File: config.mk
export PLATFORM = sky130hd
export DESIGN_NAME = sdr_bridge_top
export DESIGN_NICKNAME = d
export VERILOG_FILES = /design/src/logic/wb_bus_pkg.sv /design/src/logic/sdr_cmd_pkg.sv /design/src/logic/sync_fifo.sv /design/src/logic/wb_host_port.sv /design/src/logic/sdr_bridge_top.sv
export SDC_FILE = /design/constraint.sdc
export NUM_CORES = 1
export LEC_CHECK = 0
export BUFFER_PORTS_ARGS = -buffer_cell sky130_fd_sc_hd__buf_2
export CORE_MARGIN = 1.5
export CORE_UTILIZATION = 29
export DETAILED_ROUTE_END_ITERATION = 12
export GPL_ROUTABILITY_DRIVEN = 0
export PLACE_DENSITY = 0.53
export RECOVER_POWER = 50
export SETUP_SLACK_MARGIN = 0.5
export SLEW_MARGIN = 20
export SYNTH_ARGS = -nofsm -noshare
export SYNTH_HDL_FRONTEND = slang
export SYNTH_SLANG_ARGS = --single-unit
File: constraint.sdc
create_clock -name sdram_clk -period 6.3 [get_ports sdram_clk]
set_clock_uncertainty 0.05 [all_clocks]
set_input_delay 0 -clock sdram_clk [delete_from_list [all_inputs] [get_ports sdram_clk]]
set_output_delay 0 -clock sdram_clk [all_outputs]
set_load 0.005 [all_outputs]
File: src/logic/wb_bus_pkg.sv
package wb_bus_pkg;

  // --------------------------------------------------
  // Host bus widths
  // --------------------------------------------------

  // Application address, word granular
  localparam int APP_AW = 26;

  // Data word, also the controller data width
  localparam int DW = 32;

  // --------------------------------------------------
  // Bus types
  // --------------------------------------------------

  // Address as seen on the bus and in a command
  typedef logic [APP_AW-1:0] wb_addr_t;

  // One data word
  typedef logic [DW-1:0] wb_data_t;

  // Byte selects, active high, one per byte lane
  typedef logic [DW/8-1:0] wb_sel_t;

  // Pending read tracking in the host port
  // RD_IDLE: no read command outstanding
  // RD_WAIT: read command pushed, data not yet delivered
  typedef enum logic {
    RD_IDLE = 1'b0,
    RD_WAIT = 1'b1
  } host_state_e;

endpackage

File: src/logic/sdr_cmd_pkg.sv
package sdr_cmd_pkg;

  import wb_bus_pkg::*;

  // --------------------------------------------------
  // Controller side layouts
  // --------------------------------------------------

  // Byte write enables toward the controller, active low
  typedef logic [DW/8-1:0] sdr_mask_t;

  // Command FIFO entry
  // Read flag on top (1 = read), address below
  typedef logic [APP_AW:0] sdr_cmd_t;

  // Write data FIFO entry
  // Byte mask on top, data word below
  typedef logic [DW+DW/8-1:0] sdr_wr_word_t;

  // --------------------------------------------------
  // Default FIFO depths
  // --------------------------------------------------

  // Commands in flight toward the controller
  localparam int CMD_DEPTH_DEF = 4;

  // Write words, deeper so posted writes can stack up
  localparam int WR_DEPTH_DEF = 8;

  // Read words back toward the bus
  localparam int RD_DEPTH_DEF = 4;

endpackage

File: src/logic/sync_fifo.sv
`timescale 1ns/100ps

module sync_fifo #(
  parameter int W     = 32,
  parameter int DEPTH = 4
) (
  input  logic         sdram_clk,
  input  logic         wb_rst_n,
  // Write side
  input  logic         push_i,
  input  logic [W-1:0] push_data_i,
  output logic         full_o,
  // Read side, head shown ahead of pop
  input  logic         pop_i,
  output logic [W-1:0] pop_data_o,
  output logic         empty_o
);

  // Pointer width, at least one bit even for a single entry
  localparam int AW = (DEPTH > 1) ? $clog2(DEPTH) : 1;
  // Occupancy width, must hold DEPTH itself
  localparam int CW = $clog2(DEPTH + 1);
  // Last valid slot, pointers wrap here
  localparam logic [AW-1:0] LAST_IDX = AW'(DEPTH - 1);
  localparam logic [CW-1:0] FULL_CNT = CW'(DEPTH);

  logic [W-1:0]  mem [DEPTH];
  logic [AW-1:0] wr_ptr_q;
  logic [AW-1:0] rd_ptr_q;
  logic [CW-1:0] count_q;
  logic          do_push;
  logic          do_pop;

  // --------------------------------------------------
  // Flags and qualified strobes
  // --------------------------------------------------

  // Both flags come straight from the occupancy register
  assign full_o  = (count_q == FULL_CNT);
  assign empty_o = (count_q == '0);

  // Illegal strobes are dropped here as well as flagged below
  assign do_push = push_i && !full_o;
  assign do_pop  = pop_i && !empty_o;

  // Head entry, valid whenever not empty
  assign pop_data_o = mem[rd_ptr_q];

  // --------------------------------------------------
  // Storage
  // --------------------------------------------------

  always_ff @(posedge sdram_clk) begin
    if (do_push) begin
      mem[wr_ptr_q] <= push_data_i;
    end
  end

  // --------------------------------------------------
  // Pointers and occupancy
  // --------------------------------------------------

  always_ff @(posedge sdram_clk) begin
    if (!wb_rst_n) begin
      wr_ptr_q <= '0;
      rd_ptr_q <= '0;
      count_q  <= '0;
    end else begin
      // Write pointer, wraps after the last slot
      if (do_push) begin
        wr_ptr_q <= (wr_ptr_q == LAST_IDX) ? '0 : wr_ptr_q + AW'(1);
      end
      // Read pointer
      if (do_pop) begin
        rd_ptr_q <= (rd_ptr_q == LAST_IDX) ? '0 : rd_ptr_q + AW'(1);
      end
      // Push and pop together leave the count alone
      unique case ({do_push, do_pop})
        2'b10:   count_q <= count_q + CW'(1);
        2'b01:   count_q <= count_q - CW'(1);
        default: count_q <= count_q;
      endcase
    end
  end

  // --------------------------------------------------
  // Producer and consumer contract
  // --------------------------------------------------

  // Producer must watch full
  a_no_overflow: assert property (@(posedge sdram_clk) disable iff (!wb_rst_n)
    push_i |-> !full_o)
    else $error("%m: push while full");

  // Consumer must watch empty
  a_no_underflow: assert property (@(posedge sdram_clk) disable iff (!wb_rst_n)
    pop_i |-> !empty_o)
    else $error("%m: pop while empty");

endmodule

File: src/logic/wb_host_port.sv
`timescale 1ns/100ps

module wb_host_port import wb_bus_pkg::*; (
  input  logic sdram_clk,
  input  logic wb_rst_n,
  // Wishbone cycle qualifiers
  input  logic wb_stb_i,
  input  logic wb_cyc_i,
  input  logic wb_we_i,
  output logic wb_ack_o,
  // FIFO status
  input  logic cmd_full_i,
  input  logic wr_full_i,
  input  logic rd_empty_i,
  // FIFO strobes
  output logic cmd_push_o,
  output logic wr_push_o,
  output logic rd_pop_o
);

  host_state_e state_q;
  host_state_e state_d;

  logic bus_valid;
  logic wr_req;
  logic rd_req;
  logic wr_room;
  logic wr_accept;
  logic rd_issue;
  logic rd_ack;

  // --------------------------------------------------
  // Cycle decode
  // --------------------------------------------------

  // Classic cycle only with stb qualified by cyc
  assign bus_valid = wb_stb_i && wb_cyc_i;
  assign wr_req    = bus_valid && wb_we_i;
  assign rd_req    = bus_valid && !wb_we_i;

  // --------------------------------------------------
  // Write path
  // --------------------------------------------------

  // Posted write needs a command slot and a data slot
  assign wr_room   = !cmd_full_i && !wr_full_i;
  assign wr_accept = wr_req && wr_room;

  // --------------------------------------------------
  // Read path
  // --------------------------------------------------

  // One command per read and only from idle
  assign rd_issue = rd_req && (state_q == RD_IDLE) && !cmd_full_i;

  // Data for the outstanding read has landed in the read FIFO
  assign rd_ack = rd_req && (state_q == RD_WAIT) && !rd_empty_i;

  // --------------------------------------------------
  // Outputs
  // --------------------------------------------------

  // Ack is combinational in the same cycle as the deciding condition
  assign wb_ack_o = wr_accept || rd_ack;

  // Command FIFO takes writes and read issues alike
  assign cmd_push_o = wr_accept || rd_issue;

  // Write word goes in with its command
  assign wr_push_o = wr_accept;

  // Read word leaves in the ack cycle
  assign rd_pop_o = rd_ack;

  // --------------------------------------------------
  // Pending read FSM
  // --------------------------------------------------

  always_comb begin
    state_d = state_q;
    unique case (state_q)
      RD_IDLE: begin
        // Command pushed so wait for data
        if (rd_issue) begin
          state_d = RD_WAIT;
        end
      end
      RD_WAIT: begin
        // Data handed to the master
        if (rd_ack) begin
          state_d = RD_IDLE;
        end
      end
      default: state_d = RD_IDLE;
    endcase
  end

  always_ff @(posedge sdram_clk) begin
    if (!wb_rst_n) begin
      state_q <= RD_IDLE;
    end else begin
      state_q <= state_d;
    end
  end

  // --------------------------------------------------
  // Bus protocol checks
  // --------------------------------------------------

  // Read data only ever answers the one outstanding read
  a_rd_data_pending: assert property (@(posedge sdram_clk) disable iff (!wb_rst_n)
    !rd_empty_i |-> (state_q == RD_WAIT))
    else $error("%m: read data with no read pending");

  // Master holds the read until its ack arrives
  a_read_held: assert property (@(posedge sdram_clk) disable iff (!wb_rst_n)
    (state_q == RD_WAIT) |-> wb_stb_i && wb_cyc_i && !wb_we_i)
    else $error("%m: read dropped while pending");

endmodule

File: src/logic/sdr_bridge_top.sv
`timescale 1ns/100ps

module sdr_bridge_top import wb_bus_pkg::*, sdr_cmd_pkg::*; #(
  parameter int CMD_DEPTH = CMD_DEPTH_DEF,
  parameter int WR_DEPTH  = WR_DEPTH_DEF,
  parameter int RD_DEPTH  = RD_DEPTH_DEF
) (
  input  logic         sdram_clk,
  input  logic         wb_rst_n,

  // --------------------------------------------------
  // Wishbone slave
  // --------------------------------------------------
  input  logic         wb_stb_i,
  input  logic         wb_cyc_i,
  // 1 = write, 0 = read
  input  logic         wb_we_i,
  input  wb_addr_t     wb_addr_i,
  input  wb_data_t     wb_dat_i,
  input  wb_sel_t      wb_sel_i,
  output logic         wb_ack_o,
  output wb_data_t     wb_dat_o,

  // --------------------------------------------------
  // SDRAM controller handshakes
  // --------------------------------------------------
  // Request, held while a command waits
  output logic         sdr_req_o,
  output wb_addr_t     sdr_req_addr_o,
  // 0 = write, 1 = read
  output logic         sdr_req_wr_n_o,
  // One cycle, pops the command
  input  logic         sdr_req_ack_i,
  // One cycle, pops a write word
  input  logic         sdr_wr_next_i,
  // Active low byte enables for the current write word
  output sdr_mask_t    sdr_wr_en_n_o,
  output wb_data_t     sdr_wr_data_o,
  // One cycle, pushes a read word
  input  logic         sdr_rd_valid_i,
  input  wb_data_t     sdr_rd_data_i
);

  // Host port strobes
  logic         cmd_push;
  logic         wr_push;
  logic         rd_pop;

  // FIFO status
  logic         cmd_full;
  logic         cmd_empty;
  logic         wr_full;
  logic         rd_empty;

  // FIFO entries
  sdr_mask_t    wr_mask;
  sdr_cmd_t     cmd_in;
  sdr_cmd_t     cmd_head;
  sdr_wr_word_t wr_in;
  sdr_wr_word_t wr_head;

  // --------------------------------------------------
  // Bus side control
  // --------------------------------------------------

  wb_host_port u_host_port (
    .sdram_clk  (sdram_clk),
    .wb_rst_n   (wb_rst_n),
    .wb_stb_i   (wb_stb_i),
    .wb_cyc_i   (wb_cyc_i),
    .wb_we_i    (wb_we_i),
    .wb_ack_o   (wb_ack_o),
    .cmd_full_i (cmd_full),
    .wr_full_i  (wr_full),
    .rd_empty_i (rd_empty),
    .cmd_push_o (cmd_push),
    .wr_push_o  (wr_push),
    .rd_pop_o   (rd_pop)
  );

  // --------------------------------------------------
  // Command FIFO
  // --------------------------------------------------

  // Read flag over address, flag is the inverted write enable
  assign cmd_in = {!wb_we_i, wb_addr_i};

  sync_fifo #(
    .W     ($bits(sdr_cmd_t)),
    .DEPTH (CMD_DEPTH)
  ) u_cmd_fifo (
    .sdram_clk   (sdram_clk),
    .wb_rst_n    (wb_rst_n),
    .push_i      (cmd_push),
    .push_data_i (cmd_in),
    .full_o      (cmd_full),
    .pop_i       (sdr_req_ack_i),
    .pop_data_o  (cmd_head),
    .empty_o     (cmd_empty)
  );

  // Any waiting command is a request
  assign sdr_req_o = !cmd_empty;
  assign {sdr_req_wr_n_o, sdr_req_addr_o} = cmd_head;

  // --------------------------------------------------
  // Write data FIFO
  // --------------------------------------------------

  // Controller wants disables, bus gives enables
  assign wr_mask = ~wb_sel_i;
  assign wr_in   = {wr_mask, wb_dat_i};

  // Empty flag unused, controller pops only after a write command
  sync_fifo #(
    .W     ($bits(sdr_wr_word_t)),
    .DEPTH (WR_DEPTH)
  ) u_wr_fifo (
    .sdram_clk   (sdram_clk),
    .wb_rst_n    (wb_rst_n),
    .push_i      (wr_push),
    .push_data_i (wr_in),
    .full_o      (wr_full),
    .pop_i       (sdr_wr_next_i),
    .pop_data_o  (wr_head),
    .empty_o     ()
  );

  assign {sdr_wr_en_n_o, sdr_wr_data_o} = wr_head;

  // --------------------------------------------------
  // Read data FIFO
  // --------------------------------------------------

  // Full flag unused, one read outstanding at most
  sync_fifo #(
    .W     ($bits(wb_data_t)),
    .DEPTH (RD_DEPTH)
  ) u_rd_fifo (
    .sdram_clk   (sdram_clk),
    .wb_rst_n    (wb_rst_n),
    .push_i      (sdr_rd_valid_i),
    .push_data_i (sdr_rd_data_i),
    .full_o      (),
    .pop_i       (rd_pop),
    .pop_data_o  (wb_dat_o),
    .empty_o     (rd_empty)
  );

endmodule

==> out/results.tsv <==
metric	value	unit
outcome	complete, but fails checks	
violations in the final reports	capacitance limit, slew limit	
worst slew pin tran	2240	ps
Die Area	73900	um2
initial antenna violation count	2	
n_diodes	0	
htree depth	2	
CP max-delay cell	a2111oi_0	
Hold/Removal Path Class	in2reg	
CP max FO	9	
global route total overflow	0	
Distinct cells, synth	36	
syn avg cell area	22.7	um2
initial core utilization	29.3	%
Final Cycle Share	57.2	%
Tot Pwr	0.00900	W
register bit count reported by yosys	556	
vias in the first global route	10800	
FF-to-FF End	u_cmd_fifo.count_q[2]$_SDFFE_PN0P_	
non-filler cells, final	2267	
Port Buffers	198	
synthesized net count	1047	
core area	71500	um2
GR met2 Demand/Resource	19.9	%
die height	272	um
final WL	44400	um
DRC viols	0	
total I/O pin count	199	
worst hold path depth	5	
global-route wire length before repair	66800	um
Fin Setup TNS	0	ps
DP Worst Slack	2850	ps
Sw Ratio	23.2	%
Final nets	1389	
internal power	0.00691	W
Final WS setup	2700	ps
PD cells	344	nW/um2
VDD IR max	0.251	mV
synth warn	0	
RSZ-0062 raised after global routing	no	
post-synthesis sequential area ratio	78.1	%
largest incremental delay on the critical path	1450	ps
Post-CTS Setup Repair Bufs	0	
Max Transition Viols Final	109	
final hold violation count	0	
TritonCTS clock tree	built	
routing usage on met3	2.57	%
post-route minimum period	3600	ps
Startpoint Class	primary input	
R2R cell count	9	
first drt pass iteration count	5	
via count of the routed design	10100	
Hold EP	u_host_port.state_q$_SDFF_PN0_	
die width	272	um
CP cell instances	dlygate4sd3_1 > buf_2 > nand2_1 > dlygate4sd3_1 > a2111oi_0 > inv_1 > ha_1 > inv_1 > fa_1 > xor2_1 > or3_1 > a21boi_0	
CP Launch Point	wb_cyc_i	
placed insts	2051	
area of the mapped netlist	21000	um2
RR Startpoint	u_wr_fifo.count_q[1]$_SDFFE_PN0P_	
critical path class	in2reg	
Resize count post-CTS	0	
f_max	0.278	GHz
endpoints failing setup	0	
clock buffer depth	3	
Worst EP required	6760	ps
Flop pwr share	47.7	%
crit end category	register	
Clock transition at path regs	60	ps
max_slew headroom	-49.6	%
switching pwr	0.00209	W
CTS root buffer	clkbuf_16	
largest net degree at the start of global routing	47	
Routed WL per cell	19.6	um
FF-to-FF setup slack	2870	ps
combinational fraction of design power	12.2	%
met1 usage in global routing	15.8	%
layout cell share with drive strength beyond 1	30.3	%
Clk pwr share	40.1	%
Skew-Pair Late Insertion Delay	610	ps
# fillers	6580	
Std-Cell Rows	98	
Worst Hold Launch	wb_stb_i	
Post-CTS Hold Fix Bufs	102	
ANT nets after route	0	
leak pwr	8.32	nW
CTS buffer count	60	
post-DP HPWL	24500	um
Mapped Cells	924	
GRT Util Overall	12.0	%
area grow syn2layout	24.7	%
MaxCap Viol Count	4	
Clock Sinks	556	
Finished Core Util	36.6	%
Worst Path Arrival	4060	ps
busiest layer in global routing	met2	
average vias per placed instance	4.46	
DR iter-0 viols	637	
-- metrics by stage --
step / hold slack, ps / cell area, um2
5_1_grt: 113 / 26200
4_1_cts: 33.9 / 26300
3_5_place_dp: 169 / 23200
6_report: 95.4 / 26200
3_3_place_gp: 162 / 23200
2_1_floorplan: 48.9 / 21000
-- placed cells by master (no fill, tap or decap), types with 7 or more instances in the layout --
master,n
edfxtp_1,524
clkbuf_1,106
clkinv_1,10
o21ai_0,11
buf_2,103
dlygate4sd3_1,102
mux2_2,36
buf_4,15
bufinv_16,9
clkbuf_16,60
a21boi_0,9
nand2_1,22
inv_1,21
dfxtp_1,27
ha_1,19
nand3_1,7
or3_1,7
mux4_2,131
and2_1,7
clkinv_2,13
-- synthesized netlist by cell type --
master	number	area (um2)
nor3_1	4	20.0
a21boi_0	8	60.1
nor4_1	1	6.26
edfxtp_1	524	15700
o21ai_0	11	55.1
xor2_1	4	35.0
buf_1	3	11.3
dfxtp_1	32	641
fa_1	2	40.0
a31oi_1	1	6.26
or2_4	1	8.76
mux2_2	36	405
clkbuf_1	21	78.8
nor4b_2	1	15.0
a21oi_1	3	15.0
and2_1	13	81.3
nor3b_1	2	15.0
a21boi_1	1	7.51
nor2_1	10	37.5
nand2b_1	5	31.3
nand2_1	22	82.6
a2111oi_2	1	15.0
inv_1	21	78.8
or4_1	1	7.51
o41ai_1	1	8.76
nand3_1	7	35.0
buf_2	15	75.1
ha_1	19	238
mux2i_1	4	40.0
nor3_2	1	10.0
xnor2_1	3	26.3
nor2b_1	6	37.5
mux4_2	131	2950
o22ai_1	1	6.26
a32o_1	1	10.0
or3_1	7	43.8
-- power by group through the flow --
stage               clock (W)  combinational [W]  sequential (W)
finish                0.00361            0.00110         0.00429
global route          0.00386            0.00120         0.00432
CTS                   0.00372            0.00109         0.00434
detailed placement          0            0.00103         0.00442
global placement            0            0.00102         0.00441
floorplan                   0           0.000766         0.00427
-- worst max path at each step --
stage,slack (ps),to
floorplan,2450,u_wr_fifo.mem[1][0]$_DFFE_PP_
global placement,2920,u_wr_fifo.mem[0][31]$_DFFE_PP_
detailed placement,2850,u_wr_fifo.mem[0][31]$_DFFE_PP_
CTS,2700,sdr_wr_data_o[1]
global route,2290,u_cmd_fifo.count_q[2]$_SDFFE_PN0P_
finish,2700,u_cmd_fifo.count_q[2]$_SDFFE_PN0P_
-- routing by layer --
metal,wire length (um),up-vias,part of all wire (%)
met5,23,-,0.052
met4,876,4,2.0
met3,2420,60,5.4
met2,21500,221,49
met1,19500,5292,44
li1,-,4523,-
-- layout make-up --
class / count / area, um2 / area share [%]
timing repair buffer: 319 / 2040 / 7.82
clock inverter: 45 / 520 / 1.99
inverter: 21 / 78.8 / 0.301
clock buffer: 68 / 1530 / 5.86
multi-input combinational: 308 / 4400 / 16.8
sequential: 556 / 16400 / 62.7
tap: 950 / 1190 / 4.55
-- flip-flops by register name, indices dropped and copies added (netlist names), named ones only --
register	cells
u_wr_fifo.wr_ptr_q	3
u_cmd_fifo.mem	108
u_wr_fifo.mem	288
u_rd_fifo.rd_ptr_q	2
u_rd_fifo.mem	128
u_cmd_fifo.wr_ptr_q	2
u_rd_fifo.wr_ptr_q	2
u_rd_fifo.count_q	3
u_wr_fifo.count_q	4
u_cmd_fifo.rd_ptr_q	2
u_wr_fifo.rd_ptr_q	3
u_host_port.state_q	1
u_cmd_fifo.count_q	3
-- worst max-delay path: cells and delay by family --
family          cells  cell delay, ps
compound gates      2            1640
buf+inv             5            1450
fa+ha+maj           2             460
simple gates        2             430
xor+xnor            1              70
-- cells by family after synthesis --
group	count (synthesis)	share of synthesized area, %
buffers and inverters	60	1.16
AOI/OAI and AO/OA	28	0.877
adders and majority gates	21	1.32
muxes	171	16.2
DFF	556	78.1
xor gates and xnor gates	7	0.292
and+or+nand+nor	81	2.06
(Power assumes the default switching activity.)
